**src/source/idecode_params.svh**
```systemverilog
// widths, reset values and register bit positions of the decode stage
// included by the package and by every module that sizes a port

`ifndef IDECODE_PARAMS_SVH
`define IDECODE_PARAMS_SVH

// datapath widths
`define IDECODE_INST_W      8
`define IDECODE_ADDR_W      12
`define IDECODE_REG_SEL_W   2
`define IDECODE_CR_W        8

// control register, branch condition bits
`define IDECODE_CR_BCZ_BIT  0
`define IDECODE_CR_BCNZ_BIT 1

// status register flags seen by JMP
`define IDECODE_SR_NZ_BIT   2
`define IDECODE_SR_Z_BIT    3

`define IDECODE_CR_RESET    8'h00

// cycles of fetch hold-off after RET
`define IDECODE_RET_WINDOW  2

`endif

```
**src/source/idecode_pkg.sv**
```systemverilog
// instruction formats, execute operations and the execute command
// shared by all decode stage modules

`include "idecode_params.svh"

package idecode_pkg;

    typedef enum logic [2:0] {
        BASE_CTRL = 3'b000,
        BASE_ADD  = 3'b001,
        BASE_SUB  = 3'b010,
        BASE_AND  = 3'b011,
        BASE_OR   = 3'b100,
        BASE_XOR  = 3'b101,
        BASE_LD   = 3'b110,
        BASE_ST   = 3'b111
    } base_op_t;

    // sub-op of the control group
    typedef enum logic [1:0] {
        SUB_MISC = 2'b00,
        SUB_USR  = 2'b01,   // unimplemented, illegal
        SUB_JMP  = 2'b10,
        SUB_CALL = 2'b11
    } ctl_sub_t;

    // low field when the sub-op is MISC, 6 and 7 are illegal
    typedef enum logic [2:0] {
        MISC_NOP      = 3'd0,
        MISC_RET      = 3'd1,
        MISC_HALT     = 3'd2,
        MISC_SET_BCZ  = 3'd3,
        MISC_SET_BCNZ = 3'd4,
        MISC_CLR_BC   = 3'd5
    } misc_cmd_t;

    typedef struct packed {
        base_op_t                      base_op;
        logic                          imm;     // second byte is an immediate
        logic [`IDECODE_REG_SEL_W-1:0] ptr0;
        logic [`IDECODE_REG_SEL_W-1:0] ptr1;
    } alu_fmt_t;

    typedef struct packed {
        base_op_t   base_op;
        ctl_sub_t   sub_op;     // also the LD/ST register selector
        logic [2:0] low;        // misc command or address bits 10:8
    } ctl_fmt_t;

    typedef union packed {
        alu_fmt_t alu_fmt;
        ctl_fmt_t ctl_fmt;
    } inst_u;

    localparam logic [`IDECODE_INST_W-1:0] NOP_INST = 8'h00;

    typedef enum logic [3:0] {
        EXEC_NOP, EXEC_ADD, EXEC_SUB, EXEC_AND, EXEC_OR, EXEC_XOR,
        EXEC_MEM_RD, EXEC_MEM_WR, EXEC_JMP, EXEC_CALL, EXEC_RET
    } exec_op_t;

    // branch condition update request to the control register
    typedef enum logic [1:0] {
        BC_NONE, BC_SET_BCZ, BC_SET_BCNZ, BC_CLR
    } bc_cmd_t;

    typedef struct packed {
        logic [`IDECODE_REG_SEL_W-1:0] src0;
        logic                          src0_rd_en;
        logic [`IDECODE_REG_SEL_W-1:0] src1;
        logic                          src1_rd_en;
        logic [`IDECODE_REG_SEL_W-1:0] dst;
    } operand_sel_t;

    typedef struct packed {
        exec_op_t                      op;
        logic [`IDECODE_REG_SEL_W-1:0] src0;
        logic                          src0_rd_en;
        logic [`IDECODE_REG_SEL_W-1:0] src1;
        logic                          src1_rd_en;
        logic [`IDECODE_REG_SEL_W-1:0] dst;
        logic [`IDECODE_INST_W-1:0]    imm_val;
        logic                          imm_vld;
        logic [`IDECODE_ADDR_W-1:0]    addr;
    } exec_cmd_t;

endpackage

```
**src/source/decode_ctrl.sv**
```systemverilog
// sequencing control of the decode stage
// tracks two-byte instructions, halt and the RET window, and picks the execute op

`include "idecode_params.svh"

module decode_ctrl (
    input  logic                       clk,
    input  logic                       reset_,
    input  logic                       decode_en,
    input  logic [`IDECODE_INST_W-1:0] inst,
    input  logic                       branch_taken,
    output idecode_pkg::inst_u         cur_inst,
    output idecode_pkg::inst_u         prev_inst,
    output logic                       second_byte,
    output logic                       first_byte,
    output idecode_pkg::exec_op_t      exec_op_next,
    output logic                       exec_en,
    output logic                       fetch_en,
    output logic                       latch_ret_addr,
    output logic                       halted,
    output idecode_pkg::bc_cmd_t       bc_cmd
);
    import idecode_pkg::*;

    logic                           byte2_pend;     // waiting for the second byte
    logic [`IDECODE_RET_WINDOW-1:0] ret_sr;
    logic                           ret_active;
    logic                           accept;
    logic                           two_byte;
    logic                           is_ctrl;
    logic                           is_misc;
    logic                           is_ret;
    logic                           is_halt;
    logic                           illegal;

    assign ret_active = |ret_sr;
    assign cur_inst   = ret_active ? NOP_INST : inst;  // restore window decodes as NOP

    assign accept      = decode_en && !halted;
    assign first_byte  = accept && !byte2_pend;
    assign second_byte = accept && byte2_pend;

    assign is_ctrl = cur_inst.ctl_fmt.base_op == BASE_CTRL;
    assign is_misc = is_ctrl && cur_inst.ctl_fmt.sub_op == SUB_MISC;
    assign is_ret  = is_misc && cur_inst.ctl_fmt.low == MISC_RET;
    assign is_halt = is_misc && cur_inst.ctl_fmt.low == MISC_HALT;
    assign illegal = is_ctrl && (cur_inst.ctl_fmt.sub_op == SUB_USR ||
                                 (is_misc && cur_inst.ctl_fmt.low > MISC_CLR_BC));

    assign latch_ret_addr = first_byte && is_ctrl && cur_inst.ctl_fmt.sub_op == SUB_CALL;
    assign fetch_en       = !halted && !ret_active;

    always_comb begin
        case (cur_inst.alu_fmt.base_op)
            BASE_CTRL:        two_byte = cur_inst.ctl_fmt.sub_op inside {SUB_JMP, SUB_CALL};
            BASE_LD, BASE_ST: two_byte = 1'b1;  // address byte follows
            default:          two_byte = cur_inst.alu_fmt.imm;
        endcase
    end

    // second bytes and idle cycles give NOP
    always_comb begin
        exec_op_next = EXEC_NOP;
        if (first_byte) begin
            case (cur_inst.alu_fmt.base_op)
                BASE_ADD: exec_op_next = EXEC_ADD;
                BASE_SUB: exec_op_next = EXEC_SUB;
                BASE_AND: exec_op_next = EXEC_AND;
                BASE_OR:  exec_op_next = EXEC_OR;
                BASE_XOR: exec_op_next = EXEC_XOR;
                BASE_LD:  exec_op_next = EXEC_MEM_RD;
                BASE_ST:  exec_op_next = EXEC_MEM_WR;
                BASE_CTRL: begin
                    case (cur_inst.ctl_fmt.sub_op)
                        SUB_JMP:  exec_op_next = branch_taken ? EXEC_JMP : EXEC_NOP;
                        SUB_CALL: exec_op_next = EXEC_CALL;
                        SUB_MISC: exec_op_next = is_ret ? EXEC_RET : EXEC_NOP;
                        default:  exec_op_next = EXEC_NOP;
                    endcase
                end
                default: exec_op_next = EXEC_NOP;
            endcase
        end
    end

    always_comb begin
        bc_cmd = BC_NONE;
        if (first_byte && is_misc) begin
            case (cur_inst.ctl_fmt.low)
                MISC_SET_BCZ:  bc_cmd = BC_SET_BCZ;
                MISC_SET_BCNZ: bc_cmd = BC_SET_BCNZ;
                MISC_CLR_BC:   bc_cmd = BC_CLR;
                default:       bc_cmd = BC_NONE;
            endcase
        end
    end

    always_ff @(posedge clk) begin
        if (!reset_) begin
            byte2_pend <= 1'b0;
            ret_sr     <= '0;
            halted     <= 1'b0;
            exec_en    <= 1'b0;
        end else begin
            if (first_byte) begin
                byte2_pend <= two_byte;
            end else if (second_byte) begin
                byte2_pend <= 1'b0;
            end
            ret_sr  <= {ret_sr[`IDECODE_RET_WINDOW-2:0], first_byte && is_ret};
            halted  <= halted || (first_byte && is_halt);  // sticky
            exec_en <= first_byte && !is_halt;
        end
    end

    // first byte kept for the second byte decode
    always_ff @(posedge clk) begin
        if (first_byte) begin
            prev_inst <= cur_inst;
        end
    end

    a_no_illegal: assert property (@(posedge clk) disable iff (!reset_)
        first_byte |-> !illegal)
        else $error("illegal instruction byte %02h", cur_inst);

    a_halt_sticky: assert property (@(posedge clk) disable iff (!reset_)
        halted |=> halted);

endmodule

```
**src/source/operand_decode.sv**
```systemverilog
// register selectors and immediate value of the execute command
// selectors come from the first byte, the immediate from the second

`include "idecode_params.svh"

module operand_decode (
    input  logic                        clk,
    input  logic                        reset_,
    input  idecode_pkg::inst_u          cur_inst,
    input  idecode_pkg::inst_u          prev_inst,
    input  logic                        second_byte,
    input  logic                        first_byte,
    output idecode_pkg::operand_sel_t   sel,
    output logic [`IDECODE_INST_W-1:0]  imm_val,
    output logic                        imm_vld
);
    import idecode_pkg::*;

    operand_sel_t sel_next;
    logic         imm_cap;  // second byte is data, not an address

    assign imm_cap = second_byte &&
                     !(prev_inst.alu_fmt.base_op inside {BASE_LD, BASE_ST});

    always_comb begin
        sel_next            = sel;
        sel_next.src0_rd_en = 1'b0;  // read enables last one cycle
        sel_next.src1_rd_en = 1'b0;
        if (first_byte) begin
            case (cur_inst.alu_fmt.base_op)
                BASE_ADD, BASE_SUB, BASE_AND, BASE_OR, BASE_XOR: begin
                    sel_next.src0       = cur_inst.alu_fmt.ptr0;
                    sel_next.src0_rd_en = 1'b1;
                    sel_next.dst        = cur_inst.alu_fmt.ptr1;
                    if (!cur_inst.alu_fmt.imm) begin
                        sel_next.src1       = cur_inst.alu_fmt.ptr1;
                        sel_next.src1_rd_en = 1'b1;
                    end
                end
                BASE_LD: begin
                    sel_next.dst = cur_inst.ctl_fmt.sub_op;  // load target
                end
                BASE_ST: begin
                    sel_next.src0       = cur_inst.ctl_fmt.sub_op;  // store data
                    sel_next.src0_rd_en = 1'b1;
                end
                default: begin
                    // control group reads no registers
                end
            endcase
        end
    end

    always_ff @(posedge clk) begin
        if (!reset_) begin
            sel     <= '0;
            imm_val <= '0;
            imm_vld <= 1'b0;
        end else begin
            sel <= sel_next;
            if (imm_cap) begin
                imm_val <= cur_inst;
            end
            if (second_byte) begin
                imm_vld <= 1'b1;
            end else if (first_byte) begin
                imm_vld <= 1'b0;
            end
        end
    end

    // register and immediate forms never overlap
    a_src1_vs_imm: assert property (@(posedge clk) disable iff (!reset_)
        !(sel.src1_rd_en && imm_vld));

endmodule

```
**src/source/addr_assemble.sv**
```systemverilog
// memory and branch address from the low bits of the first byte and the second byte
// tgt_addr shows it in the cycle of the second byte, addr holds it registered

`include "idecode_params.svh"

module addr_assemble (
    input  logic                       clk,
    input  logic                       reset_,
    input  idecode_pkg::inst_u         cur_inst,
    input  idecode_pkg::inst_u         prev_inst,
    input  logic                       second_byte,
    output logic [`IDECODE_ADDR_W-1:0] addr,
    output logic [`IDECODE_ADDR_W-1:0] tgt_addr
);
    import idecode_pkg::*;

    logic                       addr_op;
    logic [`IDECODE_ADDR_W-1:0] addr_next;

    always_comb begin
        case (prev_inst.ctl_fmt.base_op)
            BASE_LD, BASE_ST: addr_op = 1'b1;
            BASE_CTRL:        addr_op = prev_inst.ctl_fmt.sub_op inside {SUB_JMP, SUB_CALL};
            default:          addr_op = 1'b0;  // alu immediate
        endcase
    end

    // zero extended 11-bit direct address
    assign addr_next = {{(`IDECODE_ADDR_W - `IDECODE_INST_W - 3){1'b0}},
                        prev_inst.ctl_fmt.low, cur_inst};

    assign tgt_addr = (second_byte && addr_op) ? addr_next : addr;

    always_ff @(posedge clk) begin
        if (!reset_) begin
            addr <= '0;
        end else if (second_byte && addr_op) begin
            addr <= addr_next;
        end
    end

endmodule

```
**src/source/ctrl_reg.sv**
```systemverilog
// control register with the branch condition bits
// external write first, then the decoded bc command on top

`include "idecode_params.svh"

module ctrl_reg (
    input  logic                     clk,
    input  logic                     reset_,
    input  logic [`IDECODE_CR_W-1:0] cr_wr_data,
    input  logic                     cr_wr_en,
    input  idecode_pkg::bc_cmd_t     bc_cmd,
    input  logic [`IDECODE_CR_W-1:0] sr,
    output logic [`IDECODE_CR_W-1:0] cr,
    output logic                     branch_taken
);
    import idecode_pkg::*;

    logic [`IDECODE_CR_W-1:0] cr_next;

    always_comb begin
        cr_next = cr_wr_en ? cr_wr_data : cr;
        case (bc_cmd)
            BC_SET_BCZ: begin
                cr_next[`IDECODE_CR_BCZ_BIT]  = 1'b1;
                cr_next[`IDECODE_CR_BCNZ_BIT] = 1'b0;
            end
            BC_SET_BCNZ: begin
                cr_next[`IDECODE_CR_BCZ_BIT]  = 1'b0;
                cr_next[`IDECODE_CR_BCNZ_BIT] = 1'b1;
            end
            BC_CLR: begin
                cr_next[`IDECODE_CR_BCZ_BIT]  = 1'b0;
                cr_next[`IDECODE_CR_BCNZ_BIT] = 1'b0;
            end
            default: begin
                // keep written or held value
            end
        endcase
    end

    always_ff @(posedge clk) begin
        if (!reset_) begin
            cr <= `IDECODE_CR_RESET;
        end else begin
            cr <= cr_next;
        end
    end

    // no condition bit means unconditional
    assign branch_taken =
        !(cr[`IDECODE_CR_BCZ_BIT] || cr[`IDECODE_CR_BCNZ_BIT]) ||
        (cr[`IDECODE_CR_BCNZ_BIT] && sr[`IDECODE_SR_NZ_BIT]) ||
        (cr[`IDECODE_CR_BCZ_BIT] && sr[`IDECODE_SR_Z_BIT]);

    a_bc_exclusive: assert property (@(posedge clk) disable iff (!reset_)
        bc_cmd != BC_NONE |=> !(cr[`IDECODE_CR_BCZ_BIT] && cr[`IDECODE_CR_BCNZ_BIT]));

endmodule

```
**src/source/idecode_top.sv**
```systemverilog
// instruction decode stage, one byte per decode_en cycle in, registered exec_cmd out
// the source must stop presenting bytes while fetch_en is low

`include "idecode_params.svh"

module idecode_top (
    input  logic                        clk,
    input  logic                        reset_,
    input  logic                        decode_en,
    input  logic [`IDECODE_INST_W-1:0]  inst,
    input  logic [`IDECODE_CR_W-1:0]    sr,
    input  logic [`IDECODE_CR_W-1:0]    cr_wr_data,
    input  logic                        cr_wr_en,
    output idecode_pkg::exec_cmd_t      exec_cmd,
    output logic                        exec_en,
    output logic                        fetch_en,
    output logic                        latch_ret_addr,
    output logic [`IDECODE_ADDR_W-1:0]  tgt_addr,
    output logic [`IDECODE_CR_W-1:0]    cr
);
    import idecode_pkg::*;

    inst_u                      cur_inst;
    inst_u                      prev_inst;
    logic                       second_byte;
    logic                       first_byte;
    exec_op_t                   exec_op_next;
    exec_op_t                   exec_op_q;
    logic                       halted;
    logic                       branch_taken;
    bc_cmd_t                    bc_cmd;
    operand_sel_t               sel;
    logic [`IDECODE_INST_W-1:0] imm_val;
    logic                       imm_vld;
    logic [`IDECODE_ADDR_W-1:0] addr;

    decode_ctrl decode_ctrl_i (
        .clk, .reset_, .decode_en, .inst, .branch_taken,
        .cur_inst, .prev_inst, .second_byte, .first_byte, .exec_op_next,
        .exec_en, .fetch_en, .latch_ret_addr, .halted, .bc_cmd
    );

    operand_decode operand_decode_i (
        .clk, .reset_, .cur_inst, .prev_inst, .second_byte, .first_byte,
        .sel, .imm_val, .imm_vld
    );

    addr_assemble addr_assemble_i (
        .clk, .reset_, .cur_inst, .prev_inst, .second_byte,
        .addr, .tgt_addr
    );

    ctrl_reg ctrl_reg_i (
        .clk, .reset_, .cr_wr_data, .cr_wr_en, .bc_cmd, .sr,
        .cr, .branch_taken
    );

    // op stage, frozen once halted
    always_ff @(posedge clk) begin
        if (!reset_) begin
            exec_op_q <= EXEC_NOP;
        end else if (!halted) begin
            exec_op_q <= exec_op_next;
        end
    end

    always_comb begin
        exec_cmd.op         = exec_op_q;
        exec_cmd.src0       = sel.src0;
        exec_cmd.src0_rd_en = sel.src0_rd_en;
        exec_cmd.src1       = sel.src1;
        exec_cmd.src1_rd_en = sel.src1_rd_en;
        exec_cmd.dst        = sel.dst;
        exec_cmd.imm_val    = imm_val;
        exec_cmd.imm_vld    = imm_vld;
        exec_cmd.addr       = addr;
    end

endmodule

```
**config.mk**
```make
export PLATFORM = sky130hd
export DESIGN_NAME = idecode_top
export DESIGN_NICKNAME = d
export VERILOG_FILES = /design/src/source/idecode_pkg.sv /design/src/source/decode_ctrl.sv /design/src/source/operand_decode.sv /design/src/source/addr_assemble.sv /design/src/source/ctrl_reg.sv /design/src/source/idecode_top.sv
export VERILOG_INCLUDE_DIRS = /design/src /design/src/source
export SDC_FILE = /design/constraint.sdc
export NUM_CORES = 1
export LEC_CHECK = 0
export CELL_PAD_IN_SITES_DETAIL_PLACEMENT = 1
export CELL_PAD_IN_SITES_GLOBAL_PLACEMENT = 1
export CORE_ASPECT_RATIO = 0.75
export CORE_UTILIZATION = 41
export DETAILED_ROUTE_END_ITERATION = 10
export DONT_BUFFER_PORTS = 1
export PLACE_DENSITY = 0.75
export SETUP_SLACK_MARGIN = 0.1
export SLEW_MARGIN = 25
export SYNTH_ARGS = -nofsm -noshare
export SYNTH_HDL_FRONTEND = slang
export SYNTH_SLANG_ARGS = --single-unit
```
**constraint.sdc**
```tcl
create_clock -name clk -period 2.4 [get_ports clk]
set_input_delay 0.36 -clock clk [delete_from_list [all_inputs] [get_ports clk]]
set_output_delay 0.36 -clock clk [all_outputs]
set_load 0.005 [all_outputs]
```
==> reports/metrics.csv <==
metric,value,unit
start_util,42.8,%
crit_fanout,7,
fin_skew,0.00615,ns
grt_pass1_vias,1662,
drtPass1Iterations,4,
final_nets,275,
fill_cells,633,
cellLeakagePower,1.11,nW
synthFlopType,dfxtp_1,
dpl_cell_area,2410,sq um
h-tree-depth,2,
end_kind,output port,
finalPower,0.00160,W
clk_latency,0.31,ns
cts.sinks,53,
layout-drive-gt1-share,17.2,%
final.min_clock_period,2.26,ns
rows,23,
grt_usage,19.8,%
syn2layout_area_growth,12.3,%
port-buffer-count,0,
cts-root-buf,clkbuf_8,
gp_congestion,0.750,
slew_violations,0,
synth-seq-area-share,49.4,%
routedWlPerCell,17.9,um
worstPathRequired,2.04,ns
clockBufferDepth,2,
synth_top_area_cell,dfxtp_1,
syn_area,2290,sq um
critical_path_arrival,1.90,ns
setup_viol,0,
antenna_found_initial,0,
ir_drop,248,uV
slew_headroom,49.5,%
start_kind,flip-flop,
die_h,66.7,um
synthCells,235,
final.setup.tns,0,ns
synth_edf_count,7,
dp_hpwl,4.10,mm
die_w,88.3,um
rsz0062_at_grt,yes,
cts_tree,yes,
vias,1719,
synth_nets,267,
seq_area,1130,sq um
final_util,48.0,%
grt_max_degree,32,
design.die.area,5890,sq um
grt_overflow,0,
synth_area_per_cell,9.74,sq um
ys_seq_elements,53,
yosysWarnings,0,
fmax,442,MHz
synth_area_leaders,"dfxtp_1 (40%), edfxtp_1 (9.2%), mux2i_1 (8.7%), nor2_1 (5.2%), nand2_1 (3.3%)",
grt_pass1_wl,8.59,mm
drcViolationCount,0,
via_per_inst,5.39,
path_clk_slew,0.09,ns
core,5350,sq um
worst_pin_slew,0.756,ns
hold_viol,0,
ctsHoldBuffers,0,
hold_path_class,primary input to flip-flop,
cts_inserted_buffers,5,
path_class,flip-flop to output port,
synth_top_area_share,40.2,%
ys_async_sr_fraction,0,%
antenna_cells,0,
wirelength,5.72,mm
drt.antenna.violating_nets,0,
period_share,94.3,%
fin_area,2570,sq um
hold_slack,0.175,ns
maxCapViolCount,0,
power_density,624,nW/um^2
drt_iter0_drc,71,
pin_count,84,
synth.distinct_cells,42,
status,"finished, final reports clean",
multi_input_area,1140,sq um
[synth_stat cells, types with 2 or more instances]
library cell and number:
a211oi_1 4, a21oi_1 11, a221oi_1 3, a2bb2oi_1 2, and2_1 10, clkbuf_1 9
dfxtp_1 46, edfxtp_1 7, ha_1 4, inv_1 6, mux2_2 5, mux2_4 3
mux2i_1 20, nand2_1 20, nand3_1 5, nand3b_1 2, nand4_1 2, nor2_1 32
nor2b_1 4, nor3_1 6, nor3b_1 3, nor4_1 2, o21ai_0 6, or2_2 2
or3_1 4
[placed cells by master, fill, tap and decap left out, types with 2 or more instances in the layout]
master	Yosys	routed
or2_2	2	2
clkbuf_8	0	5
ha_1	4	4
mux2i_1	20	20
or3_1	4	2
inv_1	6	6
nor3b_1	3	3
nand3b_1	2	2
a211oi_1	4	3
a2bb2oi_1	2	2
o21ai_0	6	5
edfxtp_1	7	7
buf_4	1	10
nand3_1	5	5
a221oi_1	3	3
a21oi_1	11	11
mux2_4	3	8
nor3_1	6	6
nand4_1	2	2
or3_4	0	2
nand2_1	20	20
and2_1	10	10
nor2b_1	4	4
nor2_1	32	31
dfxtp_1	46	46
clkinv_2	0	2
[stage by stage]
| stage | cells | setup WS [ns] |
|---|---|---|
| global route | 319 | 0.0799 |
| CTS | 318 | 0.0967 |
| detailed placement | 308 | 0.00682 |
| finish | 319 | 0.138 |
| floorplan | 235 | 0.126 |
| global placement | 308 | 0.0703 |
[power by group]
| group | switching [W] | internal (W) | total [W] |
|---|---|---|---|
| Combinational | 0.0000821 | 0.0000664 | 0.000148 |
| Clock | 0.000291 | 0.000203 | 0.000494 |
| Sequential | 0.0000248 | 0.000936 | 0.000960 |
| Total | 0.000398 | 0.00121 | 0.00160 |
[worst max-delay path: stages, from the launching register on]
cell and delay, ns:
edfxtp_1 0.39, or4b_4 0.58, a21oi_4 0.16, buf_12 0.15
mux2_4 0.31
[layout make-up]
| type | count | share of cell area, % |
|---|---|---|
| multi-input cells | 165 | 44.3 |
| well taps | 75 | 3.65 |
| repair buffers | 11 | 3.70 |
| clock buffers | 6 | 2.82 |
| clock inverters | 2 | 0.389 |
| flip-flops and latches | 53 | 44.0 |
| inverters | 7 | 1.12 |
[final timing paths]
path	from	depth (start not counted)	slack [ns]	endpoint
worst max-delay path	decode_ctrl_i.prev_inst[6]	4	0.14	tgt_addr[5]
worst min-delay path	reset_	1	0.18	addr_assemble_i.addr[4]
worst max register to register	decode_ctrl_i.halted	8	0.19	ctrl_reg_i.cr[0]
worst min register to register	operand_decode_i.imm_vld	2	0.48	operand_decode_i.imm_vld
[cell families after synthesis]
family | share of synthesized area [%]
AND/OR/NAND/NOR | 22.1
flip-flops | 49.4
AO/OA/AOI/OAI | 9.40
multiplexers | 13.2
buffers and inverters | 2.95
adder cells (fa/ha/maj) | 2.19
XOR/XNOR | 0.766
[registers in the layout (all words and copies together) (netlist names)]
name,count
addr_assemble_i.addr,12
ctrl_reg_i.cr,8
decode_ctrl_i.byte2_pend,1
decode_ctrl_i.exec_en,1
decode_ctrl_i.halted,1
decode_ctrl_i.prev_inst,7
decode_ctrl_i.ret_sr,2
exec_op_q,4
operand_decode_i.imm_val,8
operand_decode_i.imm_vld,1
operand_decode_i.sel,8
[metal layers]
layer | up-vias | share of wire, % | global-route usage [%] | routed length [um]
met4 | 0 | 1.1 | 5.44 | 62
met1 | 827 | 47 | 27.6 | 2710
met2 | 55 | 45 | 28.7 | 2550
met3 | 8 | 7.0 | 6.69 | 402
met5 | - | 0 | 0 | 0
li1 | 829 | - | - | -
[repair_timing]
| item | CTS | global route |
|---|---|---|
| gates resized for setup | 3 | 7 |
| pin swaps | 2 | 2 |
| endpoints found under the setup margin | 5 | 8 |
| setup buffers | 2 | 1 |
(Power assumes the default switching activity.)
